`src/include/bridge_settings.svh`:
```
// Widths, channel counts and reader depth of the memory bridge
// The reader's order queue assumes BRIDGE_LOAD_DEPTH of 2 or more
// Channel counts must be 1 or more
`ifndef BRIDGE_SETTINGS_SVH
`define BRIDGE_SETTINGS_SVH

// Data word carried on stores and load payloads
`define BRIDGE_DATA_W 64

// Big memory and small memory address widths
`define BRIDGE_WIDE_ADDR_W 2
`define BRIDGE_NARROW_ADDR_W 4

// Kernel-side channel counts
`define BRIDGE_N_STORE 4
`define BRIDGE_N_LOAD 3

// Load requests that may be outstanding in one reader
`define BRIDGE_LOAD_DEPTH 4

`endif

```
`src/design/bridge_types_pkg.sv`:
```
// Kernel-side types of the memory bridge
// Store packets keep the address in the upper bits, as on the write stream
`default_nettype none

`include "bridge_settings.svh"

package bridge_types_pkg;

  // One data word
  typedef logic [`BRIDGE_DATA_W-1:0] data_t;

  // Big memory and small memory addresses
  typedef logic [`BRIDGE_WIDE_ADDR_W-1:0] wide_addr_t;
  typedef logic [`BRIDGE_NARROW_ADDR_W-1:0] narrow_addr_t;

  // Store request from the kernel
  typedef struct packed {
    wide_addr_t address;
    data_t      data;
  } store_pkt_t;

  // Per-channel handshake vectors
  typedef logic [`BRIDGE_N_STORE-1:0] store_mask_t;
  typedef logic [`BRIDGE_N_LOAD-1:0] load_mask_t;

endpackage

`default_nettype wire

```
`src/design/channel_arbiter.sv`:
```
// Round-robin merge of N_CH valid/ready channels onto one output beat
// Output is registered, so a grant in cycle n is visible from cycle n+1
// Callers mask req_valid for channels that must not be granted
`default_nettype none

module channel_arbiter #(
  parameter int N_CH = 2,
  parameter type payload_t = logic [7:0]
) (
  input  logic                 clk,
  input  logic                 reset,
  input  logic [N_CH-1:0]      req_valid,
  input  payload_t             req_payload [N_CH],
  output logic [N_CH-1:0]      req_ready,
  output logic                 out_valid,
  output payload_t             out_payload,
  input  logic                 out_ready,
  output logic [((N_CH > 1) ? $clog2(N_CH) : 1)-1:0] out_channel
);

  localparam int CH_W = (N_CH > 1) ? $clog2(N_CH) : 1;

  logic [CH_W-1:0] last_grant;
  logic [CH_W-1:0] grant_idx;
  logic            grant_found;
  logic            load_ok;
  logic            take;

  // Output register free now or draining this cycle
  assign load_ok = !out_valid || out_ready;
  assign take    = grant_found && load_ok;

  // Search starts at the channel after the last grant
  always_comb begin
    int idx;
    grant_found = 1'b0;
    grant_idx   = '0;
    for (int k = 1; k <= N_CH; k++) begin
      idx = (int'(last_grant) + k) % N_CH;
      if (!grant_found && req_valid[idx]) begin
        grant_found = 1'b1;
        grant_idx   = CH_W'(idx);
      end
    end
  end

  always_comb begin
    req_ready = '0;
    if (take) begin
      req_ready[grant_idx] = 1'b1;
    end
  end

  // Pointer resets to the top channel so channel 0 wins first
  always_ff @(posedge clk) begin
    if (reset) begin
      out_valid  <= 1'b0;
      last_grant <= CH_W'(N_CH - 1);
    end else if (take) begin
      out_valid  <= 1'b1;
      last_grant <= grant_idx;
    end else if (out_ready) begin
      out_valid  <= 1'b0;
    end
  end

  always_ff @(posedge clk) begin
    if (take) begin
      out_payload <= req_payload[grant_idx];
      out_channel <= grant_idx;
    end
  end

  // --------------------------------------------------
  a_ready_onehot: assert property (@(posedge clk) disable iff (reset)
    $onehot0(req_ready));

  a_hold_beat: assert property (@(posedge clk) disable iff (reset)
    out_valid && !out_ready |=> out_valid && $stable(out_payload));

endmodule

`default_nettype wire

```
`src/design/load_stream_reader.sv`:
```
// Load channels merged onto one request stream, payloads routed back
// Memory must return payloads in request order, one per request
// At most BRIDGE_LOAD_DEPTH requests are outstanding, the beat waiting
// in the output register included
`default_nettype none

`include "bridge_settings.svh"

module load_stream_reader
  import bridge_types_pkg::*;
#(
  parameter int N_CH   = 3,
  parameter int ADDR_W = 2
) (
  input  logic              clk,
  input  logic              reset,
  input  logic [ADDR_W-1:0] ld_addr [N_CH],
  input  logic [N_CH-1:0]   ld_addr_valid,
  output logic [N_CH-1:0]   ld_addr_ready,
  output data_t             ld_data [N_CH],
  output logic [N_CH-1:0]   ld_data_valid,
  input  logic [N_CH-1:0]   ld_data_ready,
  output logic [ADDR_W-1:0] req_tdata,
  output logic              req_tvalid,
  input  logic              req_tready,
  input  data_t             pl_tdata,
  input  logic              pl_tvalid,
  output logic              pl_tready
);

  localparam int CH_W  = (N_CH > 1) ? $clog2(N_CH) : 1;
  localparam int DEPTH = `BRIDGE_LOAD_DEPTH;
  localparam int PTR_W = $clog2(DEPTH);
  localparam int CNT_W = $clog2(DEPTH + 1);

  // Order queue of channel numbers
  logic [CH_W-1:0]  q_mem [DEPTH];
  logic [PTR_W-1:0] wr_ptr;
  logic [PTR_W-1:0] rd_ptr;
  logic [CNT_W-1:0] count;
  logic [CNT_W:0]   outstanding;
  logic [CH_W-1:0]  head;
  logic [CH_W-1:0]  arb_channel;
  logic             q_nonempty;
  logic             full;
  logic             push;
  logic             pop;

  assign outstanding = {1'b0, count} + {{CNT_W{1'b0}}, req_tvalid};
  assign full        = outstanding >= (CNT_W + 1)'(DEPTH);

  channel_arbiter #(
    .N_CH      (N_CH),
    .payload_t (logic [ADDR_W-1:0])
  ) u_arb (
    .clk         (clk),
    .reset       (reset),
    .req_valid   (full ? '0 : ld_addr_valid),
    .req_payload (ld_addr),
    .req_ready   (ld_addr_ready),
    .out_valid   (req_tvalid),
    .out_payload (req_tdata),
    .out_ready   (req_tready),
    .out_channel (arb_channel)
  );

  assign push = req_tvalid && req_tready;

  // --------------------------------------------------
  // Payload steering, combinational from the head entry
  assign q_nonempty = count != '0;
  assign head       = q_mem[rd_ptr];
  assign pl_tready  = q_nonempty && ld_data_ready[head];
  assign pop        = pl_tvalid && pl_tready;

  always_comb begin
    for (int i = 0; i < N_CH; i++) begin
      ld_data[i]       = pl_tdata;
      ld_data_valid[i] = pl_tvalid && q_nonempty && head == CH_W'(i);
    end
  end

  always_ff @(posedge clk) begin
    if (reset) begin
      wr_ptr <= '0;
      rd_ptr <= '0;
      count  <= '0;
    end else begin
      if (push) begin
        wr_ptr <= (wr_ptr == PTR_W'(DEPTH - 1)) ? '0 : wr_ptr + 1'b1;
      end
      if (pop) begin
        rd_ptr <= (rd_ptr == PTR_W'(DEPTH - 1)) ? '0 : rd_ptr + 1'b1;
      end
      count <= count + CNT_W'(push) - CNT_W'(pop);
    end
  end

  always_ff @(posedge clk) begin
    if (push) begin
      q_mem[wr_ptr] <= arb_channel;
    end
  end

  // Order queue never holds more than its depth
  a_queue_bound: assert property (@(posedge clk) disable iff (reset)
    count <= CNT_W'(DEPTH));

  // Memory answers only requests already sent or leaving now
  a_no_stray_payload: assert property (@(posedge clk) disable iff (reset)
    pl_tvalid |-> q_nonempty || push);

endmodule

`default_nettype wire

```
`config.mk`:
```
export PLATFORM = sky130hd
export DESIGN_NAME = load_stream_reader
export DESIGN_NICKNAME = d
export VERILOG_FILES = /design/src/design/bridge_types_pkg.sv /design/src/design/channel_arbiter.sv /design/src/design/load_stream_reader.sv
export VERILOG_INCLUDE_DIRS = /design/src /design/src/include
export SDC_FILE = /design/constraint.sdc
export NUM_CORES = 1
export LEC_CHECK = 0
export BUFFER_PORTS_ARGS = -buffer_cell sky130_fd_sc_hd__buf_2
export CAP_MARGIN = 20
export CORE_AREA = 2 2 109 111
export DETAILED_ROUTE_END_ITERATION = 6
export DIE_AREA = 0 0 111 113
export GPL_TIMING_DRIVEN = 0
export HOLD_SLACK_MARGIN = 0.02
export PLACE_DENSITY = 0.71
export SETUP_SLACK_MARGIN = 0.1
export SLEW_MARGIN = 20
export SYNTH_ARGS = -nofsm -noshare
export SYNTH_HDL_FRONTEND = slang
export SYNTH_SLANG_ARGS = --single-unit
```
`constraint.sdc`:
```
create_clock -name clk -period 2.3 [get_ports clk]
set_input_delay 0.345 -clock clk [delete_from_list [all_inputs] [get_ports clk]]
set_output_delay 0.345 -clock clk [all_outputs]
set_load 0.01 [all_outputs]
```
; Yosys cells after proc, flatten, opt, wreduce, memory -nomap -nowiden
; Memories as Yosys holds them, arrays and structs flattened. A register that Yosys moved wholly into a read port is not among the register bits.
; Index checks and enable logic that the tools add are counted.
[word_totals]
register_bits = 14
mem_bits_rw = 8
in_bits = 80
elab_cells = 82
memories = 1
[classes]
addsub = 8
div_mod_pow = 3
n_lt_le_gt_ge = 8
eq_ne = 4
n_mux = 32
bitwise = 1
n_reduce_logical = 18
[memory_table]
columns = memory, words, word_bits, read_ports, rd_ports_with_merged_regs, wr, line_no
row1 = q_mem, 4, 2, 1, 1, 1, load_stream_reader.sv:37  ; logic [CH_W-1:0] q_mem [DEPTH];
[op_table]
columns = operator, count
row1 = $lt 32x4->1 const B, 3
row2 = $mod 32x3->32 const B, 3
row3 = $mux 2, 9
row4 = $mux 1, 15
row5 = $logic_and 1x1->1, 11
row6 = $bmux 1 s2, 4
row7 = $add 2x2->3 const B, 2
row8 = $eq 2x2->1 const B, 3
row9 = $lt 2x3->1 const B, 2
row10 = $mux 3, 2
row11 = $add 2x1->2 const B, 2
row12 = $add 3x1->4, 1
row13 = $bmux 2 s2, 1
row14 = $ge 4x3->1 const B, 1
row15 = $add 2x1->3 const B, 1
row16 = $add 3x1->3, 1
row17 = $ge 3x3->1 const B, 1
row18 = $logic_not 1->1, 3
row19 = $not 2->3, 1
row20 = $reduce_bool 3->1, 1
row21 = $sub 3x1->3, 1
row22 = $demux 1 s2, 1
row23 = $eq 2x1->1 const B, 1
row24 = $ge 2x1->1 const B, 1
row25 = 3 further kinds, 3

; Longest topological paths before layout
[logic_depth]
depth_word = 18
mapped_depth = 9
mapped_depth_nobuf = 9

; Cells and area by module
; From an unflattened synthesis, not the netlist that was laid out.
[hier_totals]
cells_unflattened = 331
hier_area_um2 = 2945.3
[modules_own_cells]
columns = module, n_inst, cells_per_inst, area_per_inst_um2, seq_area_each_um2
row1 = load_stream_reader, 1, 264, 2324.7, 420.4
row2 = channel_arbiter, 1, 67, 620.6, 180.2

; Worst setup path before layout
; Ideal clock, no wire load.
[synth_timing]
path_kind = register to register
from = register with a tool-made name
to = register count[2]
setup_time_ps = 128
t_arrival_ps = 2382
setup_slack_ps = -209
stages_incl_launch_ff = 10
n_path_buf = 0
synth_period_minus_slack_ps = 2509
path_cell_list = dfxtp_1 mux4_2 mux2i_1 o32ai_4 ha_1 inv_1 ha_1 fa_1 xor2_1 nor2_1
[synth_rtl]
columns = item, line_no
row1 = end signal: assignment, load_stream_reader.sv:95  ; count <= count + CNT_W'(push) - CNT_W'(pop);
row2 = end: declaration, load_stream_reader.sv:40  ; logic [CNT_W-1:0] count;

==> summary.md <==
| Metric | Value |
|---|---|
| Status | finished with violations |
| Failing checks | negative setup slack |
| Largest net degree at the start of global routing | 15 |
| Clock power frac | 0.201 |
| ANT nets after route | 0 |
| Slew margin rel. | 0.698 |
| Top Family by Delay on Critical Path | adder cells |
| Post-synth EDFFs | 12 |
| Final hold vios | 0 |
| Final nets | 630 |
| Setup violators final | 5 |
| DRC viols | 0 |
| Initial DRC Count | 21 |
| Placement Cell Area | 3990 um2 |
| Post-Syn Instances | between 300 and 400 |
| Yosys top cell area share | 0.529 |
| Routed wire per std cell | 10.7 um |
| Num CTS Buffers | 3 |
| Crit Path Class | flop to flop |
| Async set-reset flop share out of synthesis | 0 |
| RSZ-0062 raised after global routing | yes |
| Instance count on the critical path | 8 |
| Worst skew pair latency | around 0.25 ns |
| Initial Util | 0.242 |
| Initial antenna violation count | 1 |
| Post-synthesis register bit count | 24 |
| First-pass GRT wire length | 10600 um |
| Die width | 111 um |
| Gate power share | 0.522 |
| DP HPWL | 6400 um |
| Total clock sinks | 24 |
| Syn Nets | 398 |
| Final design area excluding fillers | 4270 um2 |
| N_diodes | 0 |
| Top post-synthesis cells by area | buf_4 53%, edfxtp_1 13%, dfxtp_1 8.8% |
| CP startpoint kind | flop |
| Seq/Total Area, Yosys | 0.220 |
| DIE HEIGHT | around 110 um |
| Hold path depth | 2 |
| Fin. max-slew vios | 0 |
| Maxcap violations | 0 |
| Hold EP | u_arb.out_payload[1] |
| Max incr delay on CP | ~0.57 ns |
| Synth Warn # | 0 |
| Worst Skew | between 0.002 and 0.003 ns |
| Hold-fix buffers, CTS | 0 |
| Grt total ovfl | 0 |
| Int Power | 1.63 mW |
| Setup WS post-layout | -0.167 ns |
| GR Util All Layers | 0.101 |
| Clock transition at the registers of the reported paths | 0.06 ns |
| GPL Wtd Cong | about 0.75 |
| Buffers and inverters on the worst path | 1 |
| Switching Share | 0.328 |
| Worst min-delay path class | input pin to flop |
| Via Count | roughly 2400 |
| PortBufs | approximately 220 |
| Share of cells above drive strength 1 | 0.836 |
| CP max FO | 3 |
| Sequential Power Share | 0.277 |
| TritonCTS clock tree | done |
| Main flop type after synthesis | edfxtp_1 |
| Hold path startpoint | ld_addr[5] |
| Measured slew at the worst slew-check pin | 0.453 ns |
| Placed cells | ~670 |
| Finished Layout Cells | 681 |
| DR vias/cell | 3.58 |
| I/O Pins | between 200 and 300 |
| PD cells | 568 nW/um2 |
| Post-synth top cells | 192 x buf_4, 14 x nor2_1, 12 x dfxtp_1, 12 x edfxtp_1, 11 x inv_1 |
| WP data arrival | between 2 and 3 ns |
| Maximum VDD drop | 0.382 mV |
| Reg-to-Reg End | count[1] |
| F_max | ~400 MHz |
| Core area | 11300 um2 |
| Die area | 12500 um2 |
| Crit path time final | about 2.5 ns |
| Tcrit/Tclk final | 1.07 |
| WP data required | 2.43 ns |
| Synth Area per Inst | 8.88 um2 |
| Critical path capture point type | flop |
| P_sw | 0.794 mW |
| Crit-path slowest cell | mux4_2 |
| H-Tree Depth | 1 |
| Maximum clock insertion buffer count | 2 |
| Top cell type by total area after synthesis | buf_4 |
| Total wire length | 7260 um |
| CTS root buffer | clkbuf_16 |
| Leakage | 2.44 nW |
| Worst R2R Setup Slack | -0.17 ns |
| Area Growth Syn to Fin | 56.5% |
| Worst path cell trace | mux4_2 -> nand2b_4 -> o32ai_4 -> ha_1 -> inv_2 -> ha_4 -> fa_2 -> nor2b_1 |
| # rows | 39 |
| Detailed Routing Iterations Pass 1 | 4 |
| Setup total negative slack | -0.498 ns |
| Synth unique cells | 38 |
| Worst reg-to-reg path cell count | 8 |
| Mapped cell area | roughly 2700 um2 |
| Vias in the first global route | between 2000 and 2500 |
| Count leader, synth | buf_4 |
==> stage by stage <==
step / utilization / hold slack [ns] / setup WS (ns) / total power [mW]
floorplan: - / 0.459 / -0.126 / 1.43
global placement: 0.354 / 0.484 / -0.255 / 1.76
detailed placement: 0.354 / 0.493 / -0.285 / 1.78
CTS: 0.373 / 0.417 / -0.225 / 2.39
global route: 0.379 / 0.424 / -0.256 / 2.59
finish: 0.379 / 0.427 / -0.167 / 2.42
==> worst max path at each step <==
stage	startpoint	to
after CTS	flop	count[1]
final	flop	count[1]
after global routing	flop	count[2]
after global placement	flop	count[2]
after floorplan	flop	count[1]
after detailed placement	flop	count[2]
==> layout make-up <==
cell class	count	area (um2)
Timing Repair Buffer	227	1160
Clock inverter	1	30.0
Fill cell	1160	7010
Inverter	11	41.3
Tap cell	143	179
Buffer	193	1450
Clock buffer	3	75.1
Multi-Input combinational cell	79	723
Sequential cell	24	609
==> registers in the layout (all words and copies together), names as in the netlist, named ones only <==
| signal | flops |
|---|---|
| count | 3 |
| q_mem | 8 |
| rd_ptr | 2 |
| u_arb.last_grant | 2 |
| u_arb.out_channel | 2 |
| u_arb.out_payload | 2 |
| u_arb.out_valid | 1 |
| wr_ptr | 2 |
==> worst register-to-register path, delay by kind of cell, from the launching register on <==
kind	cells	cell delay [ns]
buf+inv	1	0.07
fa+ha+maj	3	0.81
flops	1	0.35
compound gates	1	0.22
mux	1	0.57
simple gates	2	0.32
==> cells in the final DEF, fill, tap and decap left out, types with 2 or more instances in the layout <==
master and count:
buf_2 216, a21oi_1 3, nor2b_1 2, buf_4 203
ha_2 2, dfxtp_2 4, nor3_1 2, nor3_2 2
ha_1 6, ha_4 2, mux2i_1 3, inv_1 9
o22ai_1 2, nand3_1 2, dfxtp_1 7, inv_2 2
mux4_2 2, clkbuf_16 3, nand4_1 2, and3_1 5
edfxtp_1 12, a2bb2oi_1 2, nor2_1 14, nand2b_1 5
nand2_1 2
==> kinds of logic after synthesis <==
kind of cell	after synthesis	share of synthesized area
buf+inv	204	0.545
simple gates	39	0.0780
flops	24	0.220
compound gates	21	0.0652
fa+ha+maj	12	0.0569
mux	6	0.0312
xor+xnor	1	0.00321
==> power by group through the flow <==
| stage | clock (mW) | sequential, mW | combinational [mW] |
|---|---|---|---|
| detailed placement | 0 | 0.668 | 1.11 |
| CTS | 0.501 | 0.669 | 1.22 |
| global route | 0.522 | 0.690 | 1.38 |
| floorplan | 0 | 0.657 | 0.777 |
| finish | 0.486 | 0.671 | 1.26 |
| global placement | 0 | 0.662 | 1.10 |
==> repair_timing <==
action | 4_1_cts | 5_1_grt
pin swaps | 7 | 10
endpoints found under the setup margin | 11 | 7
setup buffers | 5 | 8
resized for setup | 14 | 7
==> routing by layer <==
| metal | up-vias | share of wire | track usage |
|---|---|---|---|
| li1 | 1272 | - | - |
| met1 | 1062 | 0.36 | 0.111 |
| met2 | 105 | 0.56 | 0.199 |
| met3 | 2 | 0.075 | 0.0273 |
| met4 | 0 | 0.00055 | 0.0108 |
| met5 | - | 0 | 0 |
(Power assumes the default switching activity.)
